<file path="src/rtl/letc_core_pkg.sv">
// Core pipeline package with stage indices, stage masks and fetch PC constants

package letc_core_pkg;

// Seven stages in program order
// F1 F2 D E M1 M2 W
localparam int num_stages = 7;

// Stage indices, also the bit position of each stage in any stage mask
localparam int stage_f1 = 0;
localparam int stage_f2 = 1;
localparam int stage_d  = 2;
localparam int stage_e  = 3;
localparam int stage_m1 = 4;
localparam int stage_m2 = 5;
localparam int stage_w  = 6;

// Result producers are M1, M2 and W, in that order
localparam int num_forwarders = 3;

// Operand consumers are E rs1, E rs2, M1 rs2 and M2 rs2
localparam int num_forwardees = 4;

// One bit per stage
typedef logic [num_stages-1:0] stage_mask_t;

// Fetch address
typedef logic [31:0] pc_t;

// Fetch starts at address zero out of reset
localparam pc_t reset_pc = 32'h0000_0000;

// Sequential fetch, one 32-bit instruction per cycle
localparam pc_t pc_step = 32'd4;

// Branches resolve in M1, so everything younger than M1 is on the wrong path
localparam stage_mask_t branch_flush_mask = stage_mask_t'(
    (1 << stage_f1) | (1 << stage_f2) | (1 << stage_d) | (1 << stage_e)
);

endpackage : letc_core_pkg

</file>
<file path="src/rtl/riscv_pkg.sv">
// RISC-V ISA package with register index and data word types shared by the core

package riscv_pkg;

// Architectural data width for RV32
localparam int xlen = 32;

// Number of bits needed to name one of the 32 integer registers
localparam int reg_idx_width = 5;

// Register index as it appears in rs1, rs2 and rd fields
typedef logic [reg_idx_width-1:0] reg_idx_t;

// Hardwired zero register, never a real producer or consumer of data
localparam reg_idx_t reg_zero = reg_idx_t'(0);

// One integer data word
typedef logic [xlen-1:0] word_t;

endpackage : riscv_pkg

</file>
<file path="src/rtl/letc_core_adhesive.sv">
// Adhesive glue combining forwarding, bubbles, branch flush and the fetch PC redirect
`timescale 1ns/100ps

module letc_core_adhesive
    import riscv_pkg::*;
    import letc_core_pkg::*;
(
    // Kept for parity with the stage blocks, no state lives here
    input   logic           clk,
    input   logic           rst_n,

    input   stage_mask_t    stage_ready,
    output  stage_mask_t    stage_flush,
    output  stage_mask_t    stage_stall,

    // Branch resolution from M1
    input   logic           branch_taken,
    input   pc_t            branch_target,

    // Redirect toward the fetch PC
    output  logic           pc_load_en,
    output  pc_t            pc_load_val,

    // Forwarders
    input   reg_idx_t       m1_rd_idx,
    input   logic           m1_rd_we,
    input   logic           m1_rd_val_valid,
    input   word_t          m1_rd_val,
    input   reg_idx_t       m2_rd_idx,
    input   logic           m2_rd_we,
    input   logic           m2_rd_val_valid,
    input   word_t          m2_rd_val,
    input   reg_idx_t       w_rd_idx,
    input   logic           w_rd_we,
    input   logic           w_rd_val_valid,
    input   word_t          w_rd_val,

    // Forwardees
    input   reg_idx_t       e_rs1_idx,
    input   reg_idx_t       e_rs2_idx,
    input   reg_idx_t       m1_rs2_idx,
    input   reg_idx_t       m2_rs2_idx,
    output  logic           e_rs1_use_fwd,
    output  word_t          e_rs1_fwd_val,
    output  logic           e_rs2_use_fwd,
    output  word_t          e_rs2_fwd_val,
    output  logic           m1_rs2_use_fwd,
    output  word_t          m1_rs2_fwd_val,
    output  logic           m2_rs2_use_fwd,
    output  word_t          m2_rs2_fwd_val
);

stage_mask_t    stage_hazard;
stage_mask_t    stall_mask;
stage_mask_t    bubble_mask;
logic           branch_accept;

// Operand selection and in-flight hazards
letc_core_forwarding_factory fwd_factory (.*);

// Stall prefix and the bubble behind it
letc_core_bubble_wrap bubbles (.*);

// A held M1 keeps its branch and presents it again once it moves
assign branch_accept = branch_taken && !stall_mask[stage_m1];

// Wrong-path stages behind M1 get squashed on top of any bubble
assign stage_flush = bubble_mask | (branch_accept ? branch_flush_mask : '0);

// Flush wins, a stage never sees both in one cycle
assign stage_stall = stall_mask & ~stage_flush;

assign pc_load_en  = branch_accept;
assign pc_load_val = branch_target;

endmodule : letc_core_adhesive

</file>
<file path="src/rtl/letc_core_bubble_wrap.sv">
// Bubble wrap turning blocked stages into a prefix stall and a single bubble behind it
`timescale 1ns/100ps

module letc_core_bubble_wrap
    import letc_core_pkg::*;
(
    // Per-stage readiness from the datapaths
    input   stage_mask_t    stage_ready,
    // Per-stage operand hazards from the forwarding factory
    input   stage_mask_t    stage_hazard,

    // Stages that must hold their contents this cycle
    output  stage_mask_t    stall_mask,
    // Stage that receives a bubble because the stage before it holds
    output  stage_mask_t    bubble_mask
);

// A stage is blocked by its own datapath or by an operand still in flight
stage_mask_t blocked;

assign blocked = ~stage_ready | stage_hazard;

// Stall reaches back from the furthest blocked stage k to F1
// Bit i holds when any stage at i or beyond it is blocked
// Stages past k keep moving, they have nothing in front of them to wait for
always_comb begin
    stall_mask = '0;
    for (int i = 0; i < num_stages; i++) begin
        stall_mask[i] = |(blocked >> i);
    end
end

// The stage right after k moves on but gets nothing from k
// That is the one edge where a stalled stage sits behind a moving one
// F1 has no stage before it and never takes a bubble
// When W itself is blocked the edge falls off the end of the pipe
always_comb begin
    bubble_mask = '0;
    for (int i = 1; i < num_stages; i++) begin
        bubble_mask[i] = stall_mask[i-1] & ~stall_mask[i];
    end
end

endmodule : letc_core_bubble_wrap

</file>
<file path="src/rtl/letc_core_control.sv">
// Core control top joining the adhesive glue block and the fetch PC generator
`timescale 1ns/100ps

module letc_core_control
    import riscv_pkg::*;
    import letc_core_pkg::*;
(
    input   logic           clk,
    input   logic           rst_n,

    // Pipeline handshake with the stage datapaths
    input   stage_mask_t    stage_ready,
    output  stage_mask_t    stage_stall,
    output  stage_mask_t    stage_flush,

    // Branch outcome from M1
    input   logic           branch_taken,
    input   pc_t            branch_target,

    output  pc_t            fetch_pc,

    // Forwarders
    input   reg_idx_t       m1_rd_idx,
    input   logic           m1_rd_we,
    input   logic           m1_rd_val_valid,
    input   word_t          m1_rd_val,
    input   reg_idx_t       m2_rd_idx,
    input   logic           m2_rd_we,
    input   logic           m2_rd_val_valid,
    input   word_t          m2_rd_val,
    input   reg_idx_t       w_rd_idx,
    input   logic           w_rd_we,
    input   logic           w_rd_val_valid,
    input   word_t          w_rd_val,

    // Forwardees
    input   reg_idx_t       e_rs1_idx,
    input   reg_idx_t       e_rs2_idx,
    input   reg_idx_t       m1_rs2_idx,
    input   reg_idx_t       m2_rs2_idx,
    output  logic           e_rs1_use_fwd,
    output  word_t          e_rs1_fwd_val,
    output  logic           e_rs2_use_fwd,
    output  word_t          e_rs2_fwd_val,
    output  logic           m1_rs2_use_fwd,
    output  word_t          m1_rs2_fwd_val,
    output  logic           m2_rs2_use_fwd,
    output  word_t          m2_rs2_fwd_val
);

// Redirect between glue and PC register
logic   pc_load_en;
pc_t    pc_load_val;

// Hazards, flush and redirect
letc_core_adhesive adhesive_inst (
    .clk             (clk),
    .rst_n           (rst_n),
    .stage_ready     (stage_ready),
    .stage_flush     (stage_flush),
    .stage_stall     (stage_stall),
    .branch_taken    (branch_taken),
    .branch_target   (branch_target),
    .pc_load_en      (pc_load_en),
    .pc_load_val     (pc_load_val),
    .m1_rd_idx       (m1_rd_idx),
    .m1_rd_we        (m1_rd_we),
    .m1_rd_val_valid (m1_rd_val_valid),
    .m1_rd_val       (m1_rd_val),
    .m2_rd_idx       (m2_rd_idx),
    .m2_rd_we        (m2_rd_we),
    .m2_rd_val_valid (m2_rd_val_valid),
    .m2_rd_val       (m2_rd_val),
    .w_rd_idx        (w_rd_idx),
    .w_rd_we         (w_rd_we),
    .w_rd_val_valid  (w_rd_val_valid),
    .w_rd_val        (w_rd_val),
    .e_rs1_idx       (e_rs1_idx),
    .e_rs2_idx       (e_rs2_idx),
    .m1_rs2_idx      (m1_rs2_idx),
    .m2_rs2_idx      (m2_rs2_idx),
    .e_rs1_use_fwd   (e_rs1_use_fwd),
    .e_rs1_fwd_val   (e_rs1_fwd_val),
    .e_rs2_use_fwd   (e_rs2_use_fwd),
    .e_rs2_fwd_val   (e_rs2_fwd_val),
    .m1_rs2_use_fwd  (m1_rs2_use_fwd),
    .m1_rs2_fwd_val  (m1_rs2_fwd_val),
    .m2_rs2_use_fwd  (m2_rs2_use_fwd),
    .m2_rs2_fwd_val  (m2_rs2_fwd_val)
);

// Fetch PC follows the F1 stall bit after flush has had its say
letc_core_pc_gen pc_gen_inst (
    .clk         (clk),
    .rst_n       (rst_n),
    .f1_stall    (stage_stall[stage_f1]),
    .pc_load_en  (pc_load_en),
    .pc_load_val (pc_load_val),
    .fetch_pc    (fetch_pc)
);

endmodule : letc_core_control

</file>
<file path="src/rtl/letc_core_forwarding_factory.sv">
// Forwarding factory picking the youngest in-flight result for each source operand request
`timescale 1ns/100ps

module letc_core_forwarding_factory
    import riscv_pkg::*;
    import letc_core_pkg::*;
(
    // Producers, nearest to the front of the pipe first
    input   reg_idx_t       m1_rd_idx,
    input   logic           m1_rd_we,
    input   logic           m1_rd_val_valid,
    input   word_t          m1_rd_val,
    input   reg_idx_t       m2_rd_idx,
    input   logic           m2_rd_we,
    input   logic           m2_rd_val_valid,
    input   word_t          m2_rd_val,
    input   reg_idx_t       w_rd_idx,
    input   logic           w_rd_we,
    input   logic           w_rd_val_valid,
    input   word_t          w_rd_val,

    // Consumer requests
    input   reg_idx_t       e_rs1_idx,
    input   reg_idx_t       e_rs2_idx,
    input   reg_idx_t       m1_rs2_idx,
    input   reg_idx_t       m2_rs2_idx,

    output  logic           e_rs1_use_fwd,
    output  word_t          e_rs1_fwd_val,
    output  logic           e_rs2_use_fwd,
    output  word_t          e_rs2_fwd_val,
    output  logic           m1_rs2_use_fwd,
    output  word_t          m1_rs2_fwd_val,
    output  logic           m2_rs2_use_fwd,
    output  word_t          m2_rs2_fwd_val,

    // Requester stages waiting on a result that is not computed yet
    output  stage_mask_t    stage_hazard
);

// Producers as arrays, slot s lives in stage stage_m1 + s
reg_idx_t   src_idx     [num_forwarders];
logic       src_we      [num_forwarders];
logic       src_valid   [num_forwarders];
word_t      src_val     [num_forwarders];

// Requests in port order, each tagged with the stage it sits in
localparam int req_stage [num_forwardees] = '{stage_e, stage_e, stage_m1, stage_m2};
reg_idx_t   req_idx     [num_forwardees];
logic       req_use     [num_forwardees];
logic       req_ready   [num_forwardees];
word_t      req_val     [num_forwardees];

always_comb begin
    src_idx[0]   = m1_rd_idx;
    src_we[0]    = m1_rd_we;
    src_valid[0] = m1_rd_val_valid;
    src_val[0]   = m1_rd_val;
    src_idx[1]   = m2_rd_idx;
    src_we[1]    = m2_rd_we;
    src_valid[1] = m2_rd_val_valid;
    src_val[1]   = m2_rd_val;
    src_idx[2]   = w_rd_idx;
    src_we[2]    = w_rd_we;
    src_valid[2] = w_rd_val_valid;
    src_val[2]   = w_rd_val;
end

always_comb begin
    req_idx[0]   = e_rs1_idx;
    req_idx[1]   = e_rs2_idx;
    req_idx[2]   = m1_rs2_idx;
    req_idx[3]   = m2_rs2_idx;
end

// Priority match per request
always_comb begin
    stage_hazard = '0;
    for (int r = 0; r < num_forwardees; r++) begin
        req_use[r]   = 1'b0;
        req_ready[r] = 1'b1;
        req_val[r]   = '0;
        // Walk from W toward M1 so the nearest producer overwrites older matches
        for (int s = num_forwarders - 1; s >= 0; s--) begin
            // Only producers further down the pipe than the requester qualify
            if ((stage_m1 + s > req_stage[r]) && src_we[s] &&
                (src_idx[s] == req_idx[r]) && (req_idx[r] != reg_zero)) begin
                req_use[r]   = 1'b1;
                req_ready[r] = src_valid[s];
                req_val[r]   = src_val[s];
            end
        end
        // Winner has no value yet, so the requester has to wait for it
        if (req_use[r] && !req_ready[r]) begin
            stage_hazard[req_stage[r]] = 1'b1;
        end
    end
end

assign e_rs1_use_fwd  = req_use[0];
assign e_rs1_fwd_val  = req_val[0];
assign e_rs2_use_fwd  = req_use[1];
assign e_rs2_fwd_val  = req_val[1];
assign m1_rs2_use_fwd = req_use[2];
assign m1_rs2_fwd_val = req_val[2];
assign m2_rs2_use_fwd = req_use[3];
assign m2_rs2_fwd_val = req_val[3];

endmodule : letc_core_forwarding_factory

</file>
<file path="src/rtl/letc_core_pc_gen.sv">
// Fetch PC generator that redirects, advances or holds the fetch address
`timescale 1ns/100ps

module letc_core_pc_gen
    import letc_core_pkg::*;
(
    input   logic   clk,
    input   logic   rst_n,

    // F1 held by the stall prefix
    input   logic   f1_stall,

    // Redirect from the adhesive block
    input   logic   pc_load_en,
    input   pc_t    pc_load_val,

    output  pc_t    fetch_pc
);

pc_t next_pc;

// Redirect beats sequential advance, advance beats hold
always_comb begin
    if (pc_load_en) begin
        next_pc = pc_load_val;
    end else if (!f1_stall) begin
        next_pc = fetch_pc + pc_step;
    end else begin
        next_pc = fetch_pc;
    end
end

// Fetch address register
always_ff @(posedge clk or negedge rst_n) begin
    if (!rst_n) begin
        fetch_pc <= reset_pc;
    end else begin
        fetch_pc <= next_pc;
    end
end

endmodule : letc_core_pc_gen

</file>
<file path="config.mk">
export PLATFORM = sky130hd
export DESIGN_NAME = letc_core_control
export DESIGN_NICKNAME = d
export VERILOG_FILES = /design/src/rtl/letc_core_pkg.sv /design/src/rtl/riscv_pkg.sv /design/src/rtl/letc_core_adhesive.sv /design/src/rtl/letc_core_bubble_wrap.sv /design/src/rtl/letc_core_control.sv /design/src/rtl/letc_core_forwarding_factory.sv /design/src/rtl/letc_core_pc_gen.sv
export SDC_FILE = /design/constraint.sdc
export NUM_CORES = 1
export LEC_CHECK = 0
export BUFFER_PORTS_ARGS = -buffer_cell sky130_fd_sc_hd__buf_4
export CAP_MARGIN = 5
export CORE_ASPECT_RATIO = 1.75
export CORE_MARGIN = 10
export CORE_UTILIZATION = 25
export CTS_CLUSTER_DIAMETER = 150
export DETAILED_ROUTE_END_ITERATION = 10
export PLACE_DENSITY = 0.67
export SLEW_MARGIN = 20
export SYNTH_ARGS = -nofsm -noshare
export SYNTH_HDL_FRONTEND = slang
export SYNTH_SLANG_ARGS = --single-unit
</file>
<file path="constraint.sdc">
create_clock -name clk -period 4.4 [get_ports clk]
set_input_delay 0.22 -clock clk [delete_from_list [all_inputs] [get_ports clk]]
set_output_delay 0.22 -clock clk [all_outputs]
set_load 0.03 [all_outputs]
</file>
==> results.yml, run 1 <==
outcome:
  status: "completed"
power:
  irDropWorstVdd_uv: 184
  power.leakage_nw: 3.46
  power_density_nw_per_um2: 210
sta:
  rsz0062_at_grt: "no"
  period_minus_slack_ns: 3.47
  finalHoldViolations: 0
  fin_crit_sh_pct: 78.9
  max-slew-margin-rel_pct: 50.8
  slew_viol_final: 0
  finalWorstSetupSlack_ns: 0.930
  max_freq_ghz: 0.288
  finClkSkew_ns: 0.00569
  worst_pin_slew_ns: 0.738
  tns_ns: 0
  setup_viol: 0
clock_tree:
  cts_buffer_depth: 2
  cts_num_sinks: 32
  clock_latency_ns: 0.28
  clk_pin_slew_ns: 0.05
  h-tree-depth: 2
  cts_buffers: 5
  cts_root_buf: "clkbuf_16"
  postCtsSetupRepairBufs: 0
  cts_tree: "built"
final_layout:
  final_common_cell: "buf_4"
  top_regs: "pc_gen_inst.fetch_pc: 32 flops"
  final_cell_mix: "buf_4 (369), nand2_1 (99), o21ai_0 (79)"
  fill_cells: 1808
  regMostFlops: "pc_gen_inst.fetch_pc"
  fin_util_pct: 42.9
  syn2layout_area_growth_pct: 67.7
  largest_reg_flops: 32
  drive_above_1_share_pct: 41.4
  final_net_count: 1152
route:
  wl_per_cell_um: 23.2
  viasPerCell: 5.35
  drtIter0Drc: 521
  drt-total-wl_um: 28000
  post-route-drc-count: 0
  vias: 6460
  dr.pass1.iters: 5
  ant_nets: 0
synthesis:
  syn-cell-area_um2: 4480
  synth_edf_count: 0
  syn-num-nets: 834
  yosysSeqAreaShare_pct: 17.9
  synthArstFlopShare_pct: 100
  ys_ff_latch: 32
  syn_area_per_cell_um2: 6.85
  synth_cell_types: 54
  syn_inst: 654
  ys_warn_count: 0
  ys.flop_type: "dfrtp_1"
hold_path:
  min_to: "pc_gen_inst.fetch_pc[0]"
  hold_depth: 3
  holdCritPathClass: "in -> reg"
  min-delay-start: "branch_target[0]"
floorplan:
  dieArea_um2: 23900
  die_height_um: 197
  ios: 357
  core_area_um2: 17500
  die_x_um: 121
  initial_utilization_pct: 25.6
  rows: 64
global_route:
  grt_overflow: 0
  grt_pass1_vias: 6820
  grt_max_degree: 66
  grt_pass1_wl_um: 41500
  antenna_found_initial: 2
  track_usage_pct: 22.0
setup_path:
  crit_start: "m2_rs2_idx[0]"
  ff2ff_setup_slack_ns: 1.85
  crit_required_ns: 4.18
  ff2ff_path_depth: 7
  setup.worst_path.end_class: "output port"
  reg2reg_to: "pc_gen_inst.fetch_pc[25]"
  r2r-start: "pc_gen_inst.fetch_pc[5]"
  arrival_ns: 3.25
  path_max_fanout: 37
  critPathKind: "in -> out"
  cp-start-kind: "input port"
flow_run:
  drv_cap: 0
placement:
  portBuffers: 356
  post-place-ws_ns: 0.865
  gp_congestion: 0.949
  dp_hpwl_um: 23200
==> layout make-up <==
cell class / count / area [µm²] / share of cell area, %
multi-input combinational: 550 / 3440 / 45.7
timing repair buffer: 370 / 2780 / 37.0
sequential: 32 / 801 / 10.6
tap: 231 / 289 / 3.84
clock buffer: 7 / 153 / 2.03
inverter: 13 / 48.8 / 0.649
antenna: 4 / 10.0 / 0.133
==> synth_stat cells (all sizes together) (2+ instances only) <==
| library cell | instances | area, µm² |
|---|---|---|
| a22oi | 64 | 480 |
| nor4 | 11 | 75.1 |
| nand2 | 99 | 372 |
| buf | 6 | 32.5 |
| a22o | 32 | 280 |
| nand3 | 9 | 45.0 |
| nor3 | 11 | 55.1 |
| and4 | 2 | 17.5 |
| a31oi | 12 | 75.1 |
| xor2 | 12 | 105 |
| o21ai | 79 | 395 |
| o211ai | 4 | 40.0 |
| nand2b | 7 | 43.8 |
| nand4 | 11 | 68.8 |
| xnor2 | 42 | 368 |
| nor2b | 4 | 25.0 |
| nand3b | 2 | 15.0 |
| or3 | 5 | 31.3 |
| and3 | 40 | 250 |
| and2 | 13 | 81.3 |
| or2 | 7 | 43.8 |
| a21o | 3 | 22.5 |
| or4 | 6 | 52.6 |
| nor2 | 36 | 138 |
| a21oi | 7 | 35.0 |
| inv | 13 | 48.8 |
| clkbuf | 53 | 199 |
| dfrtp | 32 | 801 |
| a211oi | 13 | 108 |
| and4b | 2 | 20.0 |
==> worst max-delay path by stage <==
| stage | end | depth (start not counted) |
|---|---|---|
| 2_1_floorplan | stage_stall[1] | 10 |
| 3_3_place_gp | pc_gen_inst.fetch_pc[3] | 10 |
| 3_5_place_dp | pc_gen_inst.fetch_pc[8] | 10 |
| 4_1_cts | stage_stall[1] | 10 |
| 5_1_grt | stage_stall[1] | 10 |
| 6_report | stage_stall[1] | 10 |
==> power by group <==
part           internal (mW)  total [mW]  switching, mW
logic                  0.332       0.783          0.450
clock network          0.237       0.365          0.127
registers              0.355       0.431         0.0761
total                  0.925        1.58          0.654
==> stage by stage <==
stage               cells  power [mW]  hold slack, ns  cell area (µm²)
finish               1207        1.58           0.127             7520
floorplan             654       0.810         -0.0756             4480
detailed placement   1195        1.22           0.191             7350
CTS                  1203        1.59           0.125             7510
global placement     1195        1.21           0.190             7340
global route         1204        1.66           0.137             7510
==> metal layers <==
| metal | global-route usage (%) | part of all wire, % |
|---|---|---|
| met5 | 0 | 0 |
| met4 | 7.45 | 2.9 |
| met3 | 7.18 | 9.9 |
| met2 | 39.9 | 52 |
| met1 | 23.2 | 35 |
==> cell families after synthesis <==
logic type / synth area share, %
multiplexers: 0.223
buffers and inverters: 6.25
AO/OA/AOI/OAI: 34.7
XOR/XNOR: 10.5
flip-flops: 17.9
adder cells (fa/ha/maj): 0.279
AND/OR/NAND/NOR: 30.1
==> repair_timing <==
action	in CTS	in global routing
endpoints found under the hold margin	32	0
hold buffers	1	0
setup endpoints to repair	0	0
gates resized for setup	0	0
==> critical path: stages <==
cell	delay (ns)
buf_4	0.12
or4_1	0.52
a21oi_1	0.30
o311ai_1	0.19
buf_4	0.18
a211o_1	0.32
or2_2	0.58
inv_1	0.51
o21bai_1	0.11
buf_4	0.18
Power figures use the tool's default switching activity.
==> run 2, diff against run 1 <==
ABC_AREA = 1   (was unset)
PLACE_DENSITY = 0.66   (was 0.67)
clock period = 2.8 ns   (was 4.4 ns; I/O delays follow)
==> run 2 against run 1 <==
Largest power group unchanged. Combinational power increased by 49%. Clock skew down 0.0021 ns. Cell area grew 16%. Non-clock buffer count is 4 higher. Synthesized cell count increased by 61%. Sequential cell count unchanged. Global-route usage is 1.1 points lower. Die area rose by 22%. Worst setup slack lost 0.57 ns. Critical path depth is 2 higher. Hold slack worse by 0.087 ns.
==> results.yml, run 2 <==
sta:
  finalHoldViolations: 0
  finalWorstSetupSlack_ns: 0.360
  period_minus_slack_ns: 2.44
  slew_viol_final: 0
  setup_viol: 0
  fin_crit_sh_pct: 87.1
  finClkSkew_ns: 0.00356
  worst_pin_slew_ns: 0.960
  max_freq_ghz: 0.410
  rsz0062_at_grt: "no"
  max-slew-margin-rel_pct: 35.9
  tns_ns: 0
route:
  vias: 8566
  viasPerCell: 5.17
  ant_nets: 0
  post-route-drc-count: 0
  drt-total-wl_um: 32900
  dr.pass1.iters: 7
  wl_per_cell_um: 19.9
  drtIter0Drc: 751
floorplan:
  die_x_um: 134
  rows: 72
  dieArea_um2: 29200
  initial_utilization_pct: 25.4
  ios: 357
  core_area_um2: 22200
  die_height_um: 219
clock_tree:
  h-tree-depth: 2
  cts_buffers: 5
  cts_root_buf: "clkbuf_16"
  cts_num_sinks: 32
  postCtsSetupRepairBufs: 0
  cts_tree: "built"
  clk_pin_slew_ns: 0.06
  cts_buffer_depth: 2
  clock_latency_ns: 0.29
setup_path:
  path_max_fanout: 30
  crit_required_ns: 2.66
  arrival_ns: 2.30
  critPathKind: "in -> out"
  reg2reg_to: "pc_gen_inst.fetch_pc[22]"
  ff2ff_path_depth: 13
  ff2ff_setup_slack_ns: 0.42
  r2r-start: "pc_gen_inst.fetch_pc[2]"
  setup.worst_path.end_class: "output port"
  cp-start-kind: "input port"
final_layout:
  diodes: 0
  final_common_cell: "buf_4"
  syn2layout_area_growth_pct: 54.2
  top_regs: "pc_gen_inst.fetch_pc: 32 flops"
  final_cell_mix: "buf_4 (373), nand2_1 (290), o21ai_0 (154)"
  fill_cells: 2469
  regMostFlops: "pc_gen_inst.fetch_pc"
  largest_reg_flops: 32
  final_net_count: 1541
  drive_above_1_share_pct: 30.5
synthesis:
  syn_inst: 1050
  ys_warn_count: 0
  yosysMostFrequentCell: "nand2_1"
  syn_area_per_cell_um2: 5.37
  yosys.area.top_type_share_pct: 19.5
  ys_ff_latch: 32
  netlist_top_cells_count: "nand2_1 (293), o21ai_0 (154), inv_1 (116)"
  yosysSeqAreaShare_pct: 14.2
  synthArstFlopShare_pct: 100
  syn-num-nets: 1230
  synth_area_leader_cell: "nand2_1"
  ys.flop_type: "dfrtp_1"
  synthTopCellsByArea: "nand2_1 (20%), dfrtp_1 (14%), o21ai_0 (14%)"
  syn-cell-area_um2: 5640
  synth_edf_count: 0
  synth_cell_types: 35
hold_path:
  min-delay-start: "branch_target[0]"
  holdCritPathClass: "in -> reg"
  hold_depth: 3
  min_to: "pc_gen_inst.fetch_pc[0]"
global_route:
  grt_overflow: 0
  antenna_found_initial: 1
  grt_pass1_vias: 8850
  grt_pass1_wl_um: 48900
  grt_max_degree: 66
  track_usage_pct: 20.9
placement:
  dp_hpwl_um: 26700
  gp_congestion: 1.00
  portBuffers: 356
  post-place-ws_ns: 0.364
power:
  irDropWorstVdd_uv: 251
  power.leakage_nw: 4.72
  power_density_nw_per_um2: 286
outcome:
  status: "completed"
flow_run:
  drv_cap: 0
## run 2: changes by cell type in the layout (fill, tap and decap cells not counted), moves of 32 or more
cell	before	now
o211ai_1	2	59
o21ai_0	79	154
and3_1	40	0
a21oi_1	7	39
nand2_1	99	290
inv_1	13	116
a22oi_1	64	0
nand3_1	9	66
nand4_1	11	43
nor2_1	30	94
a22o_1	32	0
## run 2: where the power goes
group	total, mW	switching [mW]	leakage (nW)	internal, mW
sequential	0.610	0.0945	0.437	0.515
clock	0.703	0.234	0.0901	0.469
combinational	1.17	0.716	4.19	0.459
## run 2: how the worst max path moves through the flow
stage | from | to | slack (ns) | cells past startpoint
3_3_place_gp | e_rs1_idx[1] | e_rs1_fwd_val[0] | 0.36 | 12
6_report | w_rd_idx[0] | e_rs2_fwd_val[31] | 0.36 | 12
2_1_floorplan | m2_rs2_idx[2] | stage_flush[1] | 0.55 | 11
3_5_place_dp | e_rs1_idx[1] | stage_stall[3] | 0.36 | 14
4_1_cts | e_rs1_idx[1] | stage_stall[3] | 0.37 | 14
5_1_grt | w_rd_idx[3] | stage_stall[3] | 0.13 | 15
## run 2: cell families (layout without fill, tap and decap cells)
logic type	count (synthesis)	after routing	synth area share, %
buffers and inverters	198	510	14.1
AOI/OAI and AO/OA	260	260	25.9
xor gates and xnor gates	28	28	4.35
and+or+nand+nor	531	531	41.2
DFF	32	32	14.2
adders and majority gates	1	1	0.222
## run 2: critical path, stage by stage
cell	delay [ns]
buf_4	0.12
inv_2	0.05
nand2_1	0.05
nand2_1	0.05
nor2_1	0.12
nand2_1	0.07
nor2_1	0.30
inv_1	0.51
o21ai_0	0.34
o211ai_1	0.18
o21ai_0	0.14
buf_4	0.19
## run 2: metal layers
metal	global-route usage, %	vias up	share of wire (%)
met3	5.83	78	9.9
met5	0	-	0.055
met1	21.6	3910	35
met4	8.30	2	3.9
li1	-	4100	-
met2	38.8	476	51
## run 2: area by class of cell
cell class,instances,area [µm²],area share (%)
multi-input cells,820,4050,46.6
repair buffers,374,2810,32.3
flip-flops and latches,32,801,9.21
inverters,128,480,5.53
well taps,296,370,4.26
clock buffers,7,153,1.76
clock inverters,1,30.0,0.346
## run 2: through the flow
step           util (%)  std cells  hold slack, ns  total power, mW  area (µm²)
6_report           39.2       1658          0.0399             2.49        8690
2_1_floorplan         -       1050          -0.156             1.20        5640
5_1_grt            39.2       1658          0.0707             2.62        8690
3_3_place_gp       38.3       1649           0.115             1.78        8500
4_1_cts            39.2       1658          0.0472             2.49        8690
3_5_place_dp       38.3       1649           0.117             1.79        8500
## run 2: what timing repair did
action / CTS / global route
resized for setup: 0 / 0
endpoints found under the hold margin: 32 / 0
hold buffers: 1 / 0
